## src/fetchPkg.sv

```systemverilog
// Shared types and constants of the instruction-fetch subsystem
// Instructions and addresses are single 16-bit words, so the PC steps by two
// Only the opcodes listed here change the flow; every other code is sequential
`default_nettype none

package fetchPkg;

   // Word-wide values
   typedef logic [15:0] pcT;
   typedef logic [15:0] instrT;
   typedef logic [15:0] regDataT;

   // Instruction fields
   typedef logic [4:0] opcodeT;    // Bits 15:11
   typedef logic [7:0] immT;       // I-form, bits 7:0
   typedef logic [10:0] dispT;     // D-form, bits 10:0
   typedef logic [2:0] regAddrT;   // Rs index, bits 10:8

   // Exception entry and return
   localparam opcodeT opSiic = 5'b00010;
   localparam opcodeT opRti = 5'b00011;

   // Unconditional jumps
   localparam opcodeT opJ = 5'b00100;
   localparam opcodeT opJr = 5'b00101;

   // Register-test branches
   localparam opcodeT opBeqz = 5'b01100;
   localparam opcodeT opBnez = 5'b01101;
   localparam opcodeT opBltz = 5'b01110;
   localparam opcodeT opBgez = 5'b01111;

   // Fixed addresses
   localparam pcT resetVector = 16'h0000;
   localparam pcT siicVector = 16'h0002;
   localparam pcT pcStep = 16'h0002;

   // Sequencer states
   typedef enum logic [1:0] {
      stSetup,
      stAccess,
      stExecute
   } fetchStateT;

endpackage

`default_nettype wire

```

## src/apbFetch.sv

```systemverilog
// Read-only APB master for instruction fetch
// A request is taken only while idle; fetchStart is ignored during a transfer
// The setup cycle follows the fetchStart cycle, then one or more access cycles
// Data and error appear with the fetchDone pulse after the completing edge
`default_nettype none

module apbFetch (
   input  logic            clk,
   input  logic            reset,
   input  logic            fetchStart,
   input  fetchPkg::pcT    fetchAddr,
   input  fetchPkg::instrT prdata,
   input  logic            pready,
   input  logic            pslverr,
   output logic            psel,
   output logic            penable,
   output fetchPkg::pcT    paddr,
   output logic            fetchDone,
   output fetchPkg::instrT fetchData,
   output logic            fetchErr
);
   logic startReq;
   logic complete;

   // Idle request and completing access cycle
   assign startReq = !psel && fetchStart;
   assign complete = psel && penable && pready;

   // Phase control
   always_ff @(posedge clk) begin
      if (reset) begin
         psel <= 1'b0;
         penable <= 1'b0;
         fetchDone <= 1'b0;
         fetchErr <= 1'b0;
      end else begin
         fetchDone <= 1'b0;
         if (startReq) begin
            // Enter setup
            psel <= 1'b1;
         end else if (psel && !penable) begin
            // Setup always lasts one cycle
            penable <= 1'b1;
         end else if (complete) begin
            psel <= 1'b0;
            penable <= 1'b0;
            fetchDone <= 1'b1;
            // pslverr counts only in the completing cycle
            fetchErr <= pslverr;
         end
      end
   end

   // Address held from setup to completion
   always_ff @(posedge clk) begin
      if (startReq) begin
         paddr <= fetchAddr;
      end
   end

   // Read data capture
   always_ff @(posedge clk) begin
      if (complete) begin
         fetchData <= prdata;
      end
   end

   aEnableNeedsSel: assert property (@(posedge clk) disable iff (reset)
      penable |-> psel)
      else $error("apbFetch: penable without psel");

   // Waiting or setup cycles keep the address for the next cycle
   aAddrStable: assert property (@(posedge clk) disable iff (reset)
      (psel && !complete) |=> $stable(paddr))
      else $error("apbFetch: paddr changed during a transfer");

endmodule

`default_nettype wire

```

## src/branchControl.sv

```systemverilog
// Opcode decode and register test for the next-PC path
// The register value must arrive combinationally from rsAddr
// J is routed through the relative path with the D-form offset
// JR target is Rs plus the sign-extended I-form immediate
`default_nettype none

module branchControl (
   input  fetchPkg::instrT   instr,
   input  fetchPkg::regDataT rsData,
   output fetchPkg::regAddrT rsAddr,
   output logic              seSel,
   output logic              branchTaken,
   output logic              jump,
   output fetchPkg::pcT      jumpValue,
   output logic              getSiic,
   output logic              getEpc
);
   import fetchPkg::*;

   opcodeT opcode;
   immT imm;
   regDataT immExt;
   logic rsZero;
   logic rsNeg;

   // Field extraction
   assign opcode = instr[15:11];
   assign imm = instr[7:0];
   assign rsAddr = instr[10:8];

   // Register condition flags
   assign rsZero = (rsData == '0);
   assign rsNeg = rsData[15];

   // Register jump target, used only for JR
   assign immExt = {{8{imm[7]}}, imm};
   assign jumpValue = rsData + immExt;

   always_comb begin
      seSel = 1'b0;
      branchTaken = 1'b0;
      jump = 1'b0;
      getSiic = 1'b0;
      getEpc = 1'b0;
      case (opcode)
         opBeqz: branchTaken = rsZero;
         opBnez: branchTaken = !rsZero;
         opBltz: branchTaken = rsNeg;
         opBgez: branchTaken = !rsNeg;
         opJ: begin
            // Always taken, 11-bit displacement
            seSel = 1'b1;
            branchTaken = 1'b1;
         end
         opJr: jump = 1'b1;
         opSiic: getSiic = 1'b1;
         opRti: getEpc = 1'b1;
         // Sequential for everything else
         default: ;
      endcase
   end

   // Register jump and relative path never compete
   always_comb begin
      assert (!(jump === 1'b1 && branchTaken === 1'b1))
         else $error("branchControl: jump and branchTaken both high");
   end

endmodule

`default_nettype wire

```

## src/fetchTop.sv

```systemverilog
// Fetch subsystem top level, wiring only
// Program memory is an APB slave outside; register reads are combinational
`default_nettype none

module fetchTop (
   input  logic              clk,
   input  logic              reset,
   input  fetchPkg::instrT   prdata,
   input  logic              pready,
   input  logic              pslverr,
   input  fetchPkg::regDataT rsData,
   output logic              psel,
   output logic              penable,
   output fetchPkg::pcT      paddr,
   output fetchPkg::regAddrT rsAddr,
   output logic              retire,
   output fetchPkg::pcT      retiredPc,
   output fetchPkg::instrT   retiredInstr,
   output fetchPkg::pcT      retiredNextPc,
   output logic              fetchFault
);
   import fetchPkg::*;

   // Sequencer to APB requester
   logic fetchStart;
   pcT fetchAddr;
   logic fetchDone;
   instrT fetchData;
   logic fetchErr;

   // Held state
   instrT curInstr;
   pcT curPc;
   pcT epc;

   // Next-PC path
   pcT nextPc;
   pcT pcPlus2;
   logic seSel;
   logic branchTaken;
   logic jump;
   pcT jumpValue;
   logic getSiic;
   logic getEpc;

   fetchUnit fetchUnit_i (
      .clk(clk), .reset(reset), .fetchDone(fetchDone), .fetchData(fetchData),
      .fetchErr(fetchErr), .nextPc(nextPc), .pcPlus2(pcPlus2), .getSiic(getSiic),
      .fetchStart(fetchStart), .fetchAddr(fetchAddr), .curInstr(curInstr),
      .curPc(curPc), .epc(epc), .retire(retire), .retiredPc(retiredPc),
      .retiredInstr(retiredInstr), .retiredNextPc(retiredNextPc),
      .fetchFault(fetchFault)
   );

   apbFetch apbFetch_i (
      .clk(clk), .reset(reset), .fetchStart(fetchStart), .fetchAddr(fetchAddr),
      .prdata(prdata), .pready(pready), .pslverr(pslverr), .psel(psel),
      .penable(penable), .paddr(paddr), .fetchDone(fetchDone),
      .fetchData(fetchData), .fetchErr(fetchErr)
   );

   branchControl branchControl_i (
      .instr(curInstr), .rsData(rsData), .rsAddr(rsAddr), .seSel(seSel),
      .branchTaken(branchTaken), .jump(jump), .jumpValue(jumpValue),
      .getSiic(getSiic), .getEpc(getEpc)
   );

   // Offsets come straight from the held instruction word
   pcAdder pcAdder_i (
      .basePC(curPc), .imm(curInstr[7:0]), .disp(curInstr[10:0]), .seSel(seSel),
      .branchTaken(branchTaken), .jump(jump), .getSiic(getSiic), .getEpc(getEpc),
      .jumpValue(jumpValue), .epcValue(epc), .nextPc(nextPc), .pcPlus2(pcPlus2)
   );

endmodule

`default_nettype wire

```

## src/fetchUnit.sv

```systemverilog
// Fetch sequencer holding PC, EPC and the current instruction
// One instruction in flight; each takes 3 cycles plus wait states from setup
// The first fetch after reset has one extra cycle before its setup
// A fetch error retires as a fault, jumps to the SIIC vector, saves the PC
`default_nettype none

module fetchUnit (
   input  logic            clk,
   input  logic            reset,
   input  logic            fetchDone,
   input  fetchPkg::instrT fetchData,
   input  logic            fetchErr,
   input  fetchPkg::pcT    nextPc,
   input  fetchPkg::pcT    pcPlus2,
   input  logic            getSiic,
   output logic            fetchStart,
   output fetchPkg::pcT    fetchAddr,
   output fetchPkg::instrT curInstr,
   output fetchPkg::pcT    curPc,
   output fetchPkg::pcT    epc,
   output logic            retire,
   output fetchPkg::pcT    retiredPc,
   output fetchPkg::instrT retiredInstr,
   output fetchPkg::pcT    retiredNextPc,
   output logic            fetchFault
);
   import fetchPkg::*;

   fetchStateT state;
   pcT pc;
   pcT pcNext;
   logic bootFetch;
   logic faultHeld;

   // Fault overrides the decoded next PC
   assign pcNext = faultHeld ? siicVector : nextPc;

   // Next fetch is requested while the current one retires
   assign fetchStart = (state == stExecute) || (state == stSetup && bootFetch);
   assign fetchAddr = (state == stExecute) ? pcNext : pc;

   // Retire report
   assign curPc = pc;
   assign retire = (state == stExecute);
   assign retiredPc = pc;
   assign retiredInstr = curInstr;
   assign retiredNextPc = pcNext;
   assign fetchFault = retire && faultHeld;

   always_ff @(posedge clk) begin
      if (reset) begin
         state <= stSetup;
         bootFetch <= 1'b1;
         pc <= resetVector;
         epc <= '0;
         faultHeld <= 1'b0;
      end else begin
         bootFetch <= 1'b0;
         case (state)
            stSetup: begin
               // Boot cycle only issues the first request
               if (!bootFetch) begin
                  state <= stAccess;
               end
            end
            stAccess: begin
               // Stalls here through all wait states
               if (fetchDone) begin
                  faultHeld <= fetchErr;
                  state <= stExecute;
               end
            end
            stExecute: begin
               pc <= pcNext;
               if (faultHeld) begin
                  epc <= pc;
               end else if (getSiic) begin
                  epc <= pcPlus2;
               end
               state <= stSetup;
            end
            default: state <= stSetup;
         endcase
      end
   end

   // Instruction word of the transfer just finished
   always_ff @(posedge clk) begin
      if (state == stAccess && fetchDone) begin
         curInstr <= fetchData;
      end
   end

   // Retire directly follows the APB completion pulse
   aRetireAfterDone: assert property (@(posedge clk) disable iff (reset)
      retire |-> (state == stExecute) && $past(fetchDone))
      else $error("fetchUnit: retire outside stExecute or without fetchDone");

   aDoneWhileWaiting: assert property (@(posedge clk) disable iff (reset)
      fetchDone |-> state == stAccess)
      else $error("fetchUnit: fetchDone outside stAccess");

endmodule

`default_nettype wire

```

## src/pcAdder.sv

```systemverilog
// Next-PC selection, purely combinational
// Select inputs are expected to come from one decoded opcode
// Priority is EPC, SIIC vector, jump target, branch target, PC+2
`default_nettype none

module pcAdder (
   input  fetchPkg::pcT   basePC,
   input  fetchPkg::immT  imm,
   input  fetchPkg::dispT disp,
   input  logic           seSel,
   input  logic           branchTaken,
   input  logic           jump,
   input  logic           getSiic,
   input  logic           getEpc,
   input  fetchPkg::pcT   jumpValue,
   input  fetchPkg::pcT   epcValue,
   output fetchPkg::pcT   nextPc,
   output fetchPkg::pcT   pcPlus2
);
   import fetchPkg::*;

   pcT immExt;
   pcT dispExt;
   pcT offset;
   pcT relTarget;

   // Sign extension of both offset forms
   assign immExt = {{8{imm[7]}}, imm};
   assign dispExt = {{5{disp[10]}}, disp};

   // D-form when seSel is high
   assign offset = seSel ? dispExt : immExt;

   // Relative targets are taken from the following instruction
   assign pcPlus2 = basePC + pcStep;
   assign relTarget = pcPlus2 + offset;

   always_comb begin
      if (getEpc) begin
         nextPc = epcValue;
      end else if (getSiic) begin
         nextPc = siicVector;
      end else if (jump) begin
         nextPc = jumpValue;
      end else if (branchTaken) begin
         nextPc = relTarget;
      end else begin
         nextPc = pcPlus2;
      end
   end

   // Decode upstream must never request entry and return together
   always_comb begin
      assert (!(getSiic === 1'b1 && getEpc === 1'b1))
         else $error("pcAdder: getSiic and getEpc both high");
   end

endmodule

`default_nettype wire
```

## config.mk

```make
export PLATFORM = sky130hd
export DESIGN_NAME = fetchTop
export DESIGN_NICKNAME = d
export VERILOG_FILES = /design/src/fetchPkg.sv /design/src/apbFetch.sv /design/src/branchControl.sv /design/src/fetchTop.sv /design/src/fetchUnit.sv /design/src/pcAdder.sv
export SDC_FILE = /design/constraint.sdc
export NUM_CORES = 1
export LEC_CHECK = 0
export BUFFER_PORTS_ARGS = -buffer_cell sky130_fd_sc_hd__buf_2
export CORE_ASPECT_RATIO = 0.9
export CORE_MARGIN = 10
export CORE_UTILIZATION = 30
export CTS_CLUSTER_SIZE = 20
export DETAILED_ROUTE_END_ITERATION = 8
export GPL_TIMING_DRIVEN = 0
export PLACE_DENSITY_LB_ADDON = 0.25
export SYNTH_ARGS = -nofsm -noshare
export SYNTH_HDL_FRONTEND = slang
export SYNTH_SLANG_ARGS = --single-unit
```

## constraint.sdc

```tcl
create_clock -name clk -period 13.1 [get_ports clk]
set_clock_uncertainty 0.15 [all_clocks]
set_input_delay 2.62 -clock clk [delete_from_list [all_inputs] [get_ports clk]]
set_output_delay 2.62 -clock clk [all_outputs]
set_load 0.005 [all_outputs]
```

==> metrics.yaml <==
status:
  status: "finished clean"
global_route:
  antenna_found_initial: 0
  grt_pass1_vias: 4970
  grt_max_degree: 21
  grt_usage_pct: 14.0
  grt_pass1_wl_mm: 27.1
  grt.overflow.total: 0
critical_path:
  worstSetupPathType: "in2out"
  required_ps: 10330
  end_kind: "primary output"
  crit_path_cell_trace: "buf_2 > nor4_1 > nand4_1 > mux2i_1 > a31oi_1 > clkbuf_1 > a211oi_1 > a211oi_1 > a31oi_1 > nor2_1 > buf_2"
  slowest_delay_ps: 830
  r2r_start: "fetchUnit_i.curInstr[11]"
  critPathBufInv: 3
  cp-start-kind: "primary input"
  crit_family: "compound AO/OA/AOI/OAI gates"
  slowest_stage: "a31oi_1"
  worst-path-max-fanout: 10
  cp.arrival_ps: 5710
  crit_start: "rsData[11]"
min_path:
  min_from: "apbFetch_i.fetchData[12]"
  min_path_type: "reg2reg"
placed_design:
  pre_cts_slack_ps: 4640
  gp_congestion: 0.891
  place_hpwl_mm: 14.0
  post_dp_cell_area_mm2: 0.00651
  port_buffers: 106
  dp_cells: 957
final_layout:
  fin_area_mm2: 0.00680
  drive_gt1_share_pct: 20.2
  fin_cells: 973
  fin_util_pct: 36.8
  final_nets: 794
  syn2layout_area_growth_pct: 20.2
  num_antenna_cells: 0
floorplan:
  die_y_um: 150
  coreArea_mm2: 0.0185
  ios: 107
  die_area_mm2: 0.0248
  die_w_um: 165
  rows: 47
  initial_core_util_pct: 30.7
clock_tree:
  cts.clk_slew.worst_paths_ps: 60
  cts_root_buf: "clkbuf_16"
  clkSinkCount: 88
  cts_setup_buffers: 0
  htree_levels: 3
  cts_resized: 0
  cts_tree: "done"
  cts_buffers: 9
  ctsHoldBuffers: 0
  clock_path_buffers: 2
  clk_latency_ps: 350
logic_synthesis:
  ys_ff_latch: 88
  synth_area_mm2: 0.00566
  yosysWarnings: 0
  synth_top_cell_by_area: "edfxtp_1"
  synth_area_per_cell_um2: 9.36
  synthCells: 605
  synth_most_common_cell: "nor2_1"
  synth-async-reset-ratio_pct: 0
  synth_edf_count: 48
  ys_seq_area_share_pct: 39.6
  yosys.area.top_type_share_pct: 25.5
  synthFlopType: "edfxtp_1"
  synthTopCellsByCount: "nor2_1 (83), edfxtp_1 (48), nand2_1 (43)"
  synth_area_leaders: "edfxtp_1 (25%), dfxtp_1 (14%), ha_1 (7.3%)"
  synth.distinct_cells: 74
  synthesis.nets: 676
power_and_ir_drop:
  switchingPower_uw: 134
  p_int_uw: 458
  powerDensity_mw_per_mm2: 87.0
  ir_worst_vdd_mv: 0.0586
  leakagePower_nw: 2.78
  pwr-share-seq_pct: 50.1
  comb_power_share_pct: 6.9
  power_uw: 592
  p_clk_share_pct: 43.0
  p_sw_share_pct: 22.6
sta:
  hold_viol_final: 0
  rsz0062_at_grt: "no"
  timing.final.crit_share_pct: 64.8
  relSlewSlack_pct: 28.8
  hold_slack_ps: 262
  slew_viol_final: 0
  fin_crit_ps: 8480
  fmax_mhz: 118
  tns_ps: 0
  setup_slack_ps: 4620
  setup_viol: 0
  worst-slew-pin-transition_ps: 1060
routing:
  viasPerCell: 5.13
  num_vias: 4996
  antenna_left: 0
  wl_per_cell_um: 17.8
  drt-total-wl_mm: 17.4
  drt_iter0_markers: 290
  dr.pass1.iters: 5
  detail_route.drc_violations: 0
flow_run:
  drv_cap: 0
## power by group through the flow
stage / logic, mW / registers [mW] / clock network (mW)
after global routing: 0.0456 / 0.297 / 0.272
after global placement: 0.0410 / 0.303 / 0
final: 0.0408 / 0.296 / 0.255
after detailed placement: 0.0415 / 0.303 / 0
after floorplan: 0.0222 / 0.303 / 0
after CTS: 0.0417 / 0.297 / 0.261
## per-layer routing
layer  global-route usage [%]  part of all wire [%]
met1                     18.4                    45
met2                     22.7                    47
met3                     3.08                   6.0
met4                     3.63                   1.4
met5                        0                     0
## layout by cell type (no fill, tap or decap), types with 9 or more instances in the layout
master	instances
nor2_1	83
buf_2	108
clkbuf_16	10
o21ai_0	25
nor2b_1	13
ha_1	33
nand2_1	43
xnor2_1	26
xor2_1	18
nor3_1	15
edfxtp_1	48
inv_1	18
clkbuf_1	27
a21oi_1	21
nand3_1	14
mux2i_1	14
dfxtp_1	40
o21a_1	9
a211oi_1	25
## final timing paths
kind,slack (ps),to,cells past startpoint
setup / recovery,4620,retiredNextPc[7],11
hold / removal,260,fetchUnit_i.curInstr[12],0
setup reg to reg,8000,apbFetch_i.paddr[15],16
hold reg to reg,260,fetchUnit_i.curInstr[12],0
## area by class of cell
type,count,area [µm²]
clock inverter,3,20.0
clock buffer,13,272
inverter,18,67.6
buffer,31,130
timing repair buffer,107,538
fill,1947,11700
multi-input combinational,468,3230
tap,245,307
sequential,88,2240
## state kept, by name, summed over array words and instances, names as in the netlist
| register | flops |
|---|---|
| apbFetch_i.fetchData | 16 |
| apbFetch_i.fetchDone | 1 |
| apbFetch_i.fetchErr | 1 |
| apbFetch_i.paddr | 16 |
| apbFetch_i.penable | 1 |
| apbFetch_i.psel | 1 |
| fetchUnit_i.bootFetch | 1 |
| fetchUnit_i.curInstr | 16 |
| fetchUnit_i.curPc | 16 |
| fetchUnit_i.epc | 16 |
| fetchUnit_i.faultHeld | 1 |
| fetchUnit_i.state | 2 |
## worst register-to-register path: cells and delay by family, from the launching register on
kind	cells	cell delay [ps]
AOI/OAI and AO/OA	7	2030
muxes	1	270
buffers and inverters	4	1070
and+or+nand+nor	2	400
xor gates and xnor gates	1	120
adders and majority gates	1	360
DFF	1	450
## logic make-up after synthesis
kind of cell | Yosys count | synth area share [%]
fa+ha+maj | 35 | 8.00
buf+inv | 49 | 3.49
compound gates | 162 | 21.3
flops | 88 | 39.6
simple gates | 212 | 18.1
mux | 15 | 2.67
xor+xnor | 44 | 6.81
No activity file was read; power rests on OpenSTA's default activity.
